### config.mk
export PLATFORM = sky130hd
export DESIGN_NAME = mm_periph_top
export DESIGN_NICKNAME = d
export VERILOG_FILES = /design/src/hdl/mm_periph_pkg.sv /design/src/hdl/periph_wr_if.sv /design/src/hdl/debug_req_gen.sv /design/src/hdl/irq_timer.sv /design/src/hdl/mm_periph_decoder.sv /design/src/hdl/mm_periph_top.sv
export SDC_FILE = /design/constraint.sdc
export NUM_CORES = 1
export LEC_CHECK = 0
export BUFFER_PORTS_ARGS = -buffer_cell sky130_fd_sc_hd__clkbuf_2
export CORE_MARGIN = 4
export CORE_UTILIZATION = 45
export CTS_CLUSTER_SIZE = 40
export DETAILED_ROUTE_END_ITERATION = 10
export GPL_ROUTABILITY_DRIVEN = 0
export GPL_TIMING_DRIVEN = 0
export HOLD_SLACK_MARGIN = 0.02
export PLACE_DENSITY = 0.66
export SKIP_LAST_GASP = 1
export SLEW_MARGIN = 20
export SYNTH_ARGS = -nofsm -noshare
export SYNTH_HDL_FRONTEND = slang
export SYNTH_HIERARCHICAL = 1
export SYNTH_SLANG_ARGS = --single-unit
### constraint.sdc
create_clock -name clk_i -period 2.7 [get_ports clk_i]
set_clock_uncertainty 0.15 [all_clocks]
set_input_delay 0.405 -clock clk_i [delete_from_list [all_inputs] [get_ports clk_i]]
set_output_delay 0.405 -clock clk_i [all_outputs]
set_load 0.01 [all_outputs]
### src/hdl/mm_periph_pkg.sv
package mm_periph_pkg;

    // data bus width shared by all blocks
    localparam int DATA_W = 32;

    // --------------------------------------------------
    // memory-mapped addresses
    // --------------------------------------------------

    // test status and exit
    localparam logic [DATA_W-1:0] ADDR_TEST_STATUS = 32'h2000_0000;
    localparam logic [DATA_W-1:0] ADDR_EXIT        = 32'h2000_0004;

    // interrupt timer
    localparam logic [DATA_W-1:0] ADDR_TIMER_MASK  = 32'h1500_0000;
    localparam logic [DATA_W-1:0] ADDR_TIMER_COUNT = 32'h1500_0004;

    // debug request control word
    localparam logic [DATA_W-1:0] ADDR_DEBUG_CTRL  = 32'h1500_0008;

    // write clears, read returns the cycle count
    localparam logic [DATA_W-1:0] ADDR_TICKS       = 32'h1500_1004;

    // --------------------------------------------------
    // status codes
    // --------------------------------------------------

    localparam logic [DATA_W-1:0] STATUS_PASS_CODE = 32'd123456789;
    localparam logic [DATA_W-1:0] STATUS_FAIL_CODE = 32'd1;

    // --------------------------------------------------
    // debug control word layout
    // --------------------------------------------------

    // bit 29 and bit 15 are left over and not decoded
    localparam int DBG_VALUE_BIT = 31;
    localparam int DBG_PULSE_BIT = 30;
    localparam int DBG_DUR_LSB   = 16;
    localparam int DBG_DUR_W     = 13;
    localparam int DBG_DELAY_LSB = 0;
    localparam int DBG_DELAY_W   = 15;

endpackage

### src/hdl/periph_wr_if.sv
`timescale 1ns/1ps

interface periph_wr_if;

    // single-cycle strobes, one per mapped unit register
    logic                             timer_mask_we;
    logic                             timer_count_we;
    logic                             debug_we;

    // write data, valid while a strobe is high
    logic [mm_periph_pkg::DATA_W-1:0] wdata;

    modport decoder (
        output timer_mask_we,
        output timer_count_we,
        output debug_we,
        output wdata
    );

    modport timer (input timer_mask_we, input timer_count_we, input wdata);

    modport debug (input debug_we, input wdata);

endinterface

### src/hdl/debug_req_gen.sv
`timescale 1ns/1ps

module debug_req_gen (
    input  logic       clk_i,
    input  logic       rst_ni,
    periph_wr_if.debug wr,
    output logic       debug_req_o
);

    localparam int DLY_W = mm_periph_pkg::DBG_DELAY_W;
    localparam int DUR_W = mm_periph_pkg::DBG_DUR_W;

    logic [mm_periph_pkg::DATA_W-1:0] ctrl;
    logic                             ctrl_value;
    logic                             ctrl_pulse;
    logic [DLY_W-1:0]                 ctrl_delay;
    logic [DUR_W-1:0]                 ctrl_dur;
    logic                             accept;
    logic [DLY_W-1:0]                 delay_cnt_q;
    logic [DUR_W-1:0]                 dur_cnt_q;
    logic                             value_q;

    // --------------------------------------------------
    // control word fields
    // --------------------------------------------------

    assign ctrl       = wr.wdata;
    assign ctrl_value = ctrl[mm_periph_pkg::DBG_VALUE_BIT];
    assign ctrl_pulse = ctrl[mm_periph_pkg::DBG_PULSE_BIT];
    assign ctrl_delay = ctrl[mm_periph_pkg::DBG_DELAY_LSB +: DLY_W];
    assign ctrl_dur   = ctrl[mm_periph_pkg::DBG_DUR_LSB +: DUR_W];

    // busy while either counter runs, new commands are dropped
    assign accept = wr.debug_we && (delay_cnt_q == '0) && (dur_cnt_q == '0);

    always_ff @(posedge clk_i) begin
        if (accept) begin
            value_q <= ctrl_value;
        end
    end

    // --------------------------------------------------
    // delay then optional pulse
    // --------------------------------------------------

    always_ff @(posedge clk_i or negedge rst_ni) begin
        if (!rst_ni) begin
            delay_cnt_q <= '0;
            dur_cnt_q   <= '0;
            debug_req_o <= 1'b0;
        end else if (accept) begin
            // zero delay or width acts as one
            delay_cnt_q <= (ctrl_delay == '0) ? DLY_W'(1) : ctrl_delay;
            if (ctrl_pulse) begin
                dur_cnt_q <= (ctrl_dur == '0) ? DUR_W'(1) : ctrl_dur;
            end else begin
                dur_cnt_q <= '0;
            end
        end else if (delay_cnt_q != '0) begin
            delay_cnt_q <= delay_cnt_q - DLY_W'(1);
            if (delay_cnt_q == DLY_W'(1)) begin
                debug_req_o <= value_q;
            end
        end else if (dur_cnt_q != '0) begin
            dur_cnt_q <= dur_cnt_q - DUR_W'(1);
            // end of pulse restores the opposite level
            if (dur_cnt_q == DUR_W'(1)) begin
                debug_req_o <= ~value_q;
            end
        end
    end

endmodule

### src/hdl/irq_timer.sv
`timescale 1ns/1ps

module irq_timer #(
    parameter int IRQ_WIDTH = 32
) (
    input  logic                 clk_i,
    input  logic                 rst_ni,
    input  logic [4:0]           irq_id_i,
    input  logic                 irq_ack_i,
    periph_wr_if.timer           wr,
    output logic [IRQ_WIDTH-1:0] irq_o
);

    localparam int DW = mm_periph_pkg::DATA_W;

    logic [IRQ_WIDTH-1:0] mask_q;
    logic [DW-1:0]        cnt_q;
    logic [IRQ_WIDTH-1:0] irq_q;

    always_ff @(posedge clk_i or negedge rst_ni) begin
        if (!rst_ni) begin
            mask_q <= '0;
            cnt_q  <= '0;
            irq_q  <= '0;
        end else begin
            if (wr.timer_mask_we) begin
                mask_q <= wr.wdata[IRQ_WIDTH-1:0];
            end

            // a load of zero parks the counter
            if (wr.timer_count_we) begin
                cnt_q <= wr.wdata;
            end else if (cnt_q != '0) begin
                cnt_q <= cnt_q - DW'(1);
            end

            // expiry wins over a same-cycle acknowledge
            if (cnt_q == DW'(1)) begin
                irq_q <= mask_q;
            end else if (irq_ack_i) begin
                irq_q[irq_id_i] <= 1'b0;
            end
        end
    end

    assign irq_o = irq_q;

endmodule

### src/hdl/mm_periph_decoder.sv
`timescale 1ns/1ps

module mm_periph_decoder (
    input  logic                             clk_i,
    input  logic                             rst_ni,
    input  logic                             data_req_i,
    input  logic [mm_periph_pkg::DATA_W-1:0] data_addr_i,
    input  logic                             data_we_i,
    input  logic [mm_periph_pkg::DATA_W-1:0] data_wdata_i,
    output logic                             data_gnt_o,
    output logic                             data_rvalid_o,
    output logic [mm_periph_pkg::DATA_W-1:0] data_rdata_o,
    output logic                             tests_passed_o,
    output logic                             tests_failed_o,
    output logic                             exit_valid_o,
    output logic [mm_periph_pkg::DATA_W-1:0] exit_value_o,
    periph_wr_if.decoder                     wr
);

    logic                             wr_acc;
    logic                             rd_acc;
    logic                             tick_clr;
    logic [mm_periph_pkg::DATA_W-1:0] tick_cnt_q;
    logic                             tick_ovf_q;
    logic                             rvalid_q;
    logic [mm_periph_pkg::DATA_W-1:0] rdata_q;

    // no stalls, every request is granted in its own cycle
    assign data_gnt_o = data_req_i;
    assign wr_acc     = data_req_i & data_gnt_o & data_we_i;
    assign rd_acc     = data_req_i & data_gnt_o & ~data_we_i;

    // --------------------------------------------------
    // write decode
    // --------------------------------------------------

    always_comb begin
        wr.timer_mask_we  = 1'b0;
        wr.timer_count_we = 1'b0;
        wr.debug_we       = 1'b0;
        tests_passed_o    = 1'b0;
        tests_failed_o    = 1'b0;
        exit_valid_o      = 1'b0;
        tick_clr          = 1'b0;
        if (wr_acc) begin
            case (data_addr_i)
                mm_periph_pkg::ADDR_TEST_STATUS: begin
                    // other status values are silently dropped
                    tests_passed_o = (data_wdata_i == mm_periph_pkg::STATUS_PASS_CODE);
                    tests_failed_o = (data_wdata_i == mm_periph_pkg::STATUS_FAIL_CODE);
                end
                mm_periph_pkg::ADDR_EXIT:        exit_valid_o      = 1'b1;
                mm_periph_pkg::ADDR_TIMER_MASK:  wr.timer_mask_we  = 1'b1;
                mm_periph_pkg::ADDR_TIMER_COUNT: wr.timer_count_we = 1'b1;
                mm_periph_pkg::ADDR_DEBUG_CTRL:  wr.debug_we       = 1'b1;
                mm_periph_pkg::ADDR_TICKS:       tick_clr          = 1'b1;
                default: ;
            endcase
        end
    end

    assign wr.wdata     = data_wdata_i;
    assign exit_value_o = exit_valid_o ? data_wdata_i : '0;

    // --------------------------------------------------
    // cycle tick counter
    // --------------------------------------------------

    always_ff @(posedge clk_i or negedge rst_ni) begin
        if (!rst_ni) begin
            tick_cnt_q <= '0;
            tick_ovf_q <= 1'b0;
        end else begin
            if (tick_clr) begin
                tick_cnt_q <= '0;
            end else begin
                tick_cnt_q <= tick_cnt_q + 1'b1;
            end
            // sticky, only reset clears it
            if (&tick_cnt_q && !tick_clr) begin
                tick_ovf_q <= 1'b1;
            end
        end
    end

    // --------------------------------------------------
    // read response, one cycle after the request
    // --------------------------------------------------

    always_ff @(posedge clk_i or negedge rst_ni) begin
        if (!rst_ni) begin
            rvalid_q <= 1'b0;
        end else begin
            rvalid_q <= rd_acc;
        end
    end

    // count as held before the read edge, unmapped reads give zero
    always_ff @(posedge clk_i) begin
        if (rd_acc) begin
            rdata_q <= (data_addr_i == mm_periph_pkg::ADDR_TICKS) ? tick_cnt_q : '0;
        end
    end

    assign data_rvalid_o = rvalid_q;
    assign data_rdata_o  = rdata_q;

endmodule

### src/hdl/mm_periph_top.sv
`timescale 1ns/1ps

module mm_periph_top #(
    parameter int IRQ_WIDTH = 32
) (
    input  logic                             clk_i,
    input  logic                             rst_ni,
    input  logic                             data_req_i,
    input  logic [mm_periph_pkg::DATA_W-1:0] data_addr_i,
    input  logic                             data_we_i,
    input  logic [mm_periph_pkg::DATA_W-1:0] data_wdata_i,
    input  logic [4:0]                       irq_id_i,
    input  logic                             irq_ack_i,
    output logic                             data_gnt_o,
    output logic                             data_rvalid_o,
    output logic [mm_periph_pkg::DATA_W-1:0] data_rdata_o,
    output logic [IRQ_WIDTH-1:0]             irq_o,
    output logic                             debug_req_o,
    output logic                             tests_passed_o,
    output logic                             tests_failed_o,
    output logic                             exit_valid_o,
    output logic [mm_periph_pkg::DATA_W-1:0] exit_value_o
);

    // decoded write strobes to the timer and debug units
    periph_wr_if wr_bus ();

    mm_periph_decoder decoder_inst (
        .clk_i          (clk_i),
        .rst_ni         (rst_ni),
        .data_req_i     (data_req_i),
        .data_addr_i    (data_addr_i),
        .data_we_i      (data_we_i),
        .data_wdata_i   (data_wdata_i),
        .data_gnt_o     (data_gnt_o),
        .data_rvalid_o  (data_rvalid_o),
        .data_rdata_o   (data_rdata_o),
        .tests_passed_o (tests_passed_o),
        .tests_failed_o (tests_failed_o),
        .exit_valid_o   (exit_valid_o),
        .exit_value_o   (exit_value_o),
        .wr             (wr_bus.decoder)
    );

    irq_timer #(
        .IRQ_WIDTH (IRQ_WIDTH)
    ) irq_timer_inst (
        .clk_i     (clk_i),
        .rst_ni    (rst_ni),
        .irq_id_i  (irq_id_i),
        .irq_ack_i (irq_ack_i),
        .wr        (wr_bus.timer),
        .irq_o     (irq_o)
    );

    debug_req_gen debug_gen_inst (
        .clk_i       (clk_i),
        .rst_ni      (rst_ni),
        .wr          (wr_bus.debug),
        .debug_req_o (debug_req_o)
    );

endmodule

After elaboration in Yosys (flattened, before gate mapping). Index checks and enable logic that the tools add are counted.

Register bits after elaboration: 191. Input bits: 74. Output and inout port bits: 102. Logic and storage cells: 88.

Add/subtract/negate cells: 4. $lt $le $gt $ge: 2. Equality and inequality tests: 13. Multiplexer cells: 34. Bitwise logic cells: 7. Reduce and logical (&&, ||, !) cells: 18.

Operator list (number): 2-to-1 mux 32 bit (6); == test 32 x 29 -> 1 bit, second input constant (4); 2-to-1 mux 13 bit (5); == test 32 x 1 -> 1 bit, second input constant (2); == test 32 x 30 -> 1 bit, second input constant (2); 2-to-1 mux 15 bit (3); adder 32 x 1 -> 32 bit, second input constant (1); bitwise AND 32 bit (1); == test 32 x 27 -> 1 bit, second input constant (1); inverter 32 bit (1); nonzero test 32 bit (1); subtractor 32 x 1 -> 32 bit, second input constant (1); logical NOT 15 bit (2); logical NOT 13 bit (2); 2-to-1 mux 1 bit (19); == test 15 x 1 -> 1 bit, second input constant (1); nonzero test 15 bit (1); subtractor 15 x 1 -> 15 bit, second input constant (1); == test 13 x 1 -> 1 bit, second input constant (1); nonzero test 13 bit (1); subtractor 13 x 1 -> 13 bit, second input constant (1); nonzero test 2 bit (6); < comparator 5 x 6 -> 1 bit, second input constant (1); demux 1 bit (select 5 bit) (1); other kinds (8) (13).

Depth between registers and ports, before layout.
Depth after elaboration: 8. Depth in mapped cells: 11. Gate-level depth less buffers: 9.

Modules after synthesis. The synthesis kept the hierarchy.

By module, submodules not included: irq_timer (times used 1, cells each 425, area an instance 4545.6 um^2, seq. area each 2402.3 um^2); mm_periph_decoder (times used 1, cells each 339, area an instance 3527.1 um^2, seq. area each 1786.7 um^2); debug_req_gen (times used 1, cells each 226, area an instance 2006.9 um^2, seq. area each 755.7 um^2).

Worst setup path before layout. OpenSTA, ideal clock, no wires.

Kind: input -> register. Start point: input data_addr_i[6] (netlist bit). End point: register irq_timer_inst.cnt_q[23]. Library setup time: 0.119 ns. Arrival time: 2.272 ns. Required time: 2.431 ns. Setup slack: 0.159 ns. Stages on the path: 9. Buffers on the path: 2. Path through: nor4_1 nand4_1 nor2_1 nand2_1 nor4_1 inv_1 clkbuf_1 clkbuf_1 o21a_1.

Longest elaborated chain between the ends: 4. Elaborated cells on any way between the ends: 5. Classes of those cells: 1 x eq/ne; 3 x mux; 1 x reduce/logical.

RTL lines: from (decl) (RTL line mm_periph_top.sv:9) `input logic [mm_periph_pkg::DATA_W-1:0] data_addr_i,`; == test 32 x 29 -> 1 bit (*) (RTL line mm_periph_decoder.sv:46) `case (data_addr_i)`; 2-to-1 mux 1 bit (*) (RTL line mm_periph_decoder.sv:46); 2-to-1 mux 1 bit (*) (RTL line mm_periph_decoder.sv:45) `if (wr_acc) begin`; net wr_bus.timer_count_we (RTL line periph_wr_if.sv:7) `logic timer_count_we;`; 2-to-1 mux 32 bit / nonzero test 2 bit (equally long branches); to (signal assigned) (RTL line irq_timer.sv:32) `cnt_q <= wr.wdata;`; to (signal assigned) (RTL line irq_timer.sv:34) `cnt_q <= cnt_q - DW'(1);`; to (decl) (RTL line irq_timer.sv:17) `logic [DW-1:0] cnt_q;`.

The timed path passes the listed nets; every way through them passes the cells marked *. A chain may end at the register's enable or synchronous reset.

Worst setup path after layout.
Start point: input data_addr_i[14] (netlist bit). End point: output exit_value_o[7] (netlist bit).

Longest elaborated chain between the ends: 4.

RTL lines: == test 32 x 30 -> 1 bit (RTL line mm_periph_decoder.sv:46); 2-to-1 mux 1 bit (RTL line mm_periph_decoder.sv:46); 2-to-1 mux 1 bit (RTL line mm_periph_decoder.sv:45); 2-to-1 mux 32 bit (RTL line mm_periph_decoder.sv:63) `assign exit_value_o = exit_valid_o ? data_wdata_i : '0;`; to (decl) (RTL line mm_periph_top.sv:22) `output logic [mm_periph_pkg::DATA_W-1:0] exit_value_o`.

No other way between the ends.

==> metrics.md <==
| Metric | Value |
|---|---|
| Total power | 0.006058 W |
| Int Pwr | 0.004479 W |
| Worst slew pin tran | around 0.73 ns |
| Endpoints failing hold | 0 |
| Layout cells sized above 1 | a little under a third |
| Async set-reset flop share out of synthesis | 82.72% |
| Clk buf depth | 2 |
| Largest net degree at the start of global routing | approximately 90 |
| Hold WC Path Type | primary input to flip-flop |
| Number of CTS-inserted buffers | 17 |
| Req. time, crit path | ~2.1 ns |
| TritonCTS clock tree | yes |
| Port buffer count | 175 |
| Vias | 8295 |
| Part of the power in the clock network | between 30% and 40% |
| DP Cell Count | between 1000 and 1500 |
| Number of flops mapped to enable cells by yosys | 33 |
| Hpwl dp | a little over 20 mm |
| Area grow syn2layout | 19.49% |
| Synth warn | 6 |
| Initial antenna violation count | 1 |
| CP max FO | 10 |
| Cell Area, Synth | just over 10000 sq um |
| Initial DRC Count | slightly below 700 |
| Synthesized area per cell | around 10 sq um |
| I/O pin cnt | about 180 |
| Type of the worst setup path | primary input to output port |
| GR Util met3 | under 10% |
| Unrepaired setup endpoints after global routing | no |
| Post-route design area | between 10000 and 15000 sq um |
| Seq/Total Area, Yosys | about 50% |
| Most used routing layer | met2 |
| Clk Latency, worst-skew pair | ~0.43 ns |
| Worst-path clk slew | around 0.070 ns |
| Comb pwr share | 9.3% |
| #FFs+latches synth | roughly 190 |
| First-pass detailed-route iteration total | 5 |
| Height of the die | 157.7 um |
| First-pass GRT wire length | ~43 mm |
| Synth Flop Type | dfrtp_1 |
| Synth cell types | between 70 and 80 |
| Layout Nets | roughly 1300 |
| Syn_nets | around 1100 |
| # H-tree levels | 4 |
| Max-slew violations | 0 |
| Post-DRT Antenna Nets | 0 |
| Grt met1 use | about a third |
| Wire per inst | between 15 and 20 um |
| Die area | roughly 25000 sq um |
| Final period util | ~95% |
| Critical Path Source Type | primary input |
| Fillcell total | 2002 |
| Vias in the first global route | about 7900 |
| Initial Util | a little under half |
| Rel. slew slack | between 50% and 60% |
| Root Buffer | clkbuf_16 |
| Clk sinks | roughly 190 |
| Sequential share of power | 51.4% |
| Switching power | ~0.0016 W |
| Power Density | slightly above 500 nW/um^2 |
| # diodes | 0 |
| Chip Width | roughly 160 um |
| Setup violators final | 0 |
| DRC errors left | 0 |
| Hold Slack | 0.1970 ns |
| Minimum clock period | 2.559 ns |
| Final non-filler cell total | 1485 |
| Via/cell ratio | around 5.6 |
| Arr. time, crit path | about 2.0 ns |
| Synth Instances | 990 |
| Core Region | 21960 sq um |
| Final WL | 27.28 mm |
| Placed cell areas | approximately 11000 sq um |
| Status | complete, no violations |
| Max Freq | 0.3907 GHz |
| Total global routing overflow | 0 |
| Switching share of power | 26.06% |
| VDD IR max | approximately 450 uV |
| Leakage | just over 5 nW |
| GRT met2 Usage | approximately a third |
| CP endpoint kind | output port |
| GRT Util Overall | around 22% |
| Max-Cap Viols | 0 |
| Row Count | 54 |
-- metrics by stage --
stage	setup WS [ns]	utilization [%]	setup TNS (ns)
2_1_floorplan	0.1590	-	0
3_3_place_gp	-1.883	51.49	-365.36
3_5_place_dp	-0.5620	51.86	-33.97
4_1_cts	0.007798	54.60	0
5_1_grt	0.005412	54.85	0
6_report	0.1408	54.85	0
-- area by class of cell --
cell class                 instances  area, sq um  area share, %
timing repair buffer             183        984.7          8.176
sequential                       191         4945          41.06
clock inverter                    15        130.1          1.080
buffer                            70        478.0          3.968
clock buffer                      17        425.4          3.532
multi-input combinational        715         4678          38.84
tap                              280        350.3          2.909
inverter                          14        52.55         0.4363
-- per-layer routing --
metal / up-vias / part of all wire, %
met5: - / 0
met3: 18 / 6.2
met1: 4051 / 47
met4: 0 / 0.97
li1: 3941 / -
met2: 285 / 46
-- cell usage in the layout, fill, tap and decap left out, drive strengths merged, types with 6 or more instances in the layout --
| cell type | count |
|---|---|
| clkbuf | 206 |
| dfrtp | 158 |
| nand2 | 109 |
| o21ai | 98 |
| nor2 | 67 |
| and2 | 66 |
| buf | 63 |
| nor4 | 42 |
| mux2 | 35 |
| nand3 | 34 |
| edfxtp | 33 |
| nor3 | 29 |
| a21oi | 28 |
| xnor2 | 27 |
| xor2 | 26 |
| nand4 | 25 |
| inv | 21 |
| or3 | 11 |
| ha | 9 |
| a31oi | 8 |
| o31ai | 8 |
| or4 | 8 |
| o21a | 7 |
| nand3b | 7 |
| a22o | 6 |
-- sequential cells by signal, indices dropped and copies added (netlist names) --
signal and count:
decoder_inst/data_rdata_o 32, decoder_inst/tick_cnt_q 32, debug_gen_inst/delay_cnt_q 15, irq_timer_inst/irq_o 32, debug_gen_inst/dur_cnt_q 13, irq_timer_inst/mask_q 32
decoder_inst/data_rvalid_o 1, debug_gen_inst/value_q 1, irq_timer_inst/cnt_q 32, debug_gen_inst/debug_req_o 1
-- Yosys cell counts (all sizes together), types with 4 or more instances --
library cell	instances	area share (%)
nand3	34	1.7
a31oi	8	0.50
nor3b	4	0.30
inv	14	0.52
ha	9	1.1
nand3b	7	0.52
nor3	29	1.6
or3	11	0.68
nor4	42	3.9
or2	4	0.25
o211ai	4	0.30
a22o	6	0.52
buf	55	4.1
edfxtp	33	9.8
o31ai	8	0.60
nand2	109	4.1
xor2	26	2.3
o22a	4	0.35
and4	5	0.45
nor2	67	2.5
and2	66	4.1
nand4	25	2.0
and3	5	0.31
mux2	35	3.9
xnor2	27	2.3
or4	8	0.63
o21ai	98	5.4
o21a	7	0.52
a21oi	28	1.5
clkbuf	15	0.61
dfrtp	158	39
-- logic make-up (layout without fill, tap and decap cells) --
kind of cell    count (synthesis)  count (layout)  synth area share, %
xor+xnor                       53              53                4.605
compound gates                183             183                11.33
flops                         191             191                49.06
mux                            37              37                4.146
fa+ha+maj                       9               9                1.117
simple gates                  433             433                24.54
buf+inv                        84             299                5.201
-- power groups by stage --
stage | clock network, W | logic (W) | registers [W]
floorplan | 0 | 0.000154 | 0.00323
global placement | 0 | 0.000542 | 0.00317
detailed placement | 0 | 0.000567 | 0.00317
CTS | 0.00244 | 0.000572 | 0.00311
global route | 0.00255 | 0.000624 | 0.00313
finish | 0.00238 | 0.000566 | 0.00311
-- timing repair --
item                                    in CTS  in global routing
hold endpoints to repair                    68                  0
pin swaps                                    3                  7
endpoints found under the setup margin      65                 88
gates resized for setup                      7                  9
hold buffers                                 1                  0
buffers inserted                             1                  3
-- final timing paths --
| path | from | end | slack (ns) | depth (start not counted) |
|---|---|---|---|---|
| setup / recovery | data_addr_i[14] | exit_value_o[7] | 0.14 | 8 |
| hold / removal | data_wdata_i[29] | irq_timer_inst/cnt_q[29] | 0.20 | 4 |
| setup reg to reg | irq_timer_inst/cnt_q[2] | irq_timer_inst/cnt_q[23] | 0.17 | 6 |
| hold reg to reg | irq_timer_inst/mask_q[22] | irq_timer_inst/irq_o[22] | 0.33 | 2 |
| max in group asynchronous | rst_ni | decoder_inst/tick_cnt_q[18] | 1.15 | 3 |
| min in group asynchronous | rst_ni | irq_timer_inst/irq_o[6] | 0.40 | 2 |
-- critical path, cell delays in order --
cell	delay, ns
clkbuf_2	0.08
nor4_1	0.27
nand3_1	0.20
nor2_2	0.19
and4b_2	0.36
clkbuf_2	0.22
and2_1	0.15
clkbuf_2	0.13
Power figures use the tool's default switching activity.
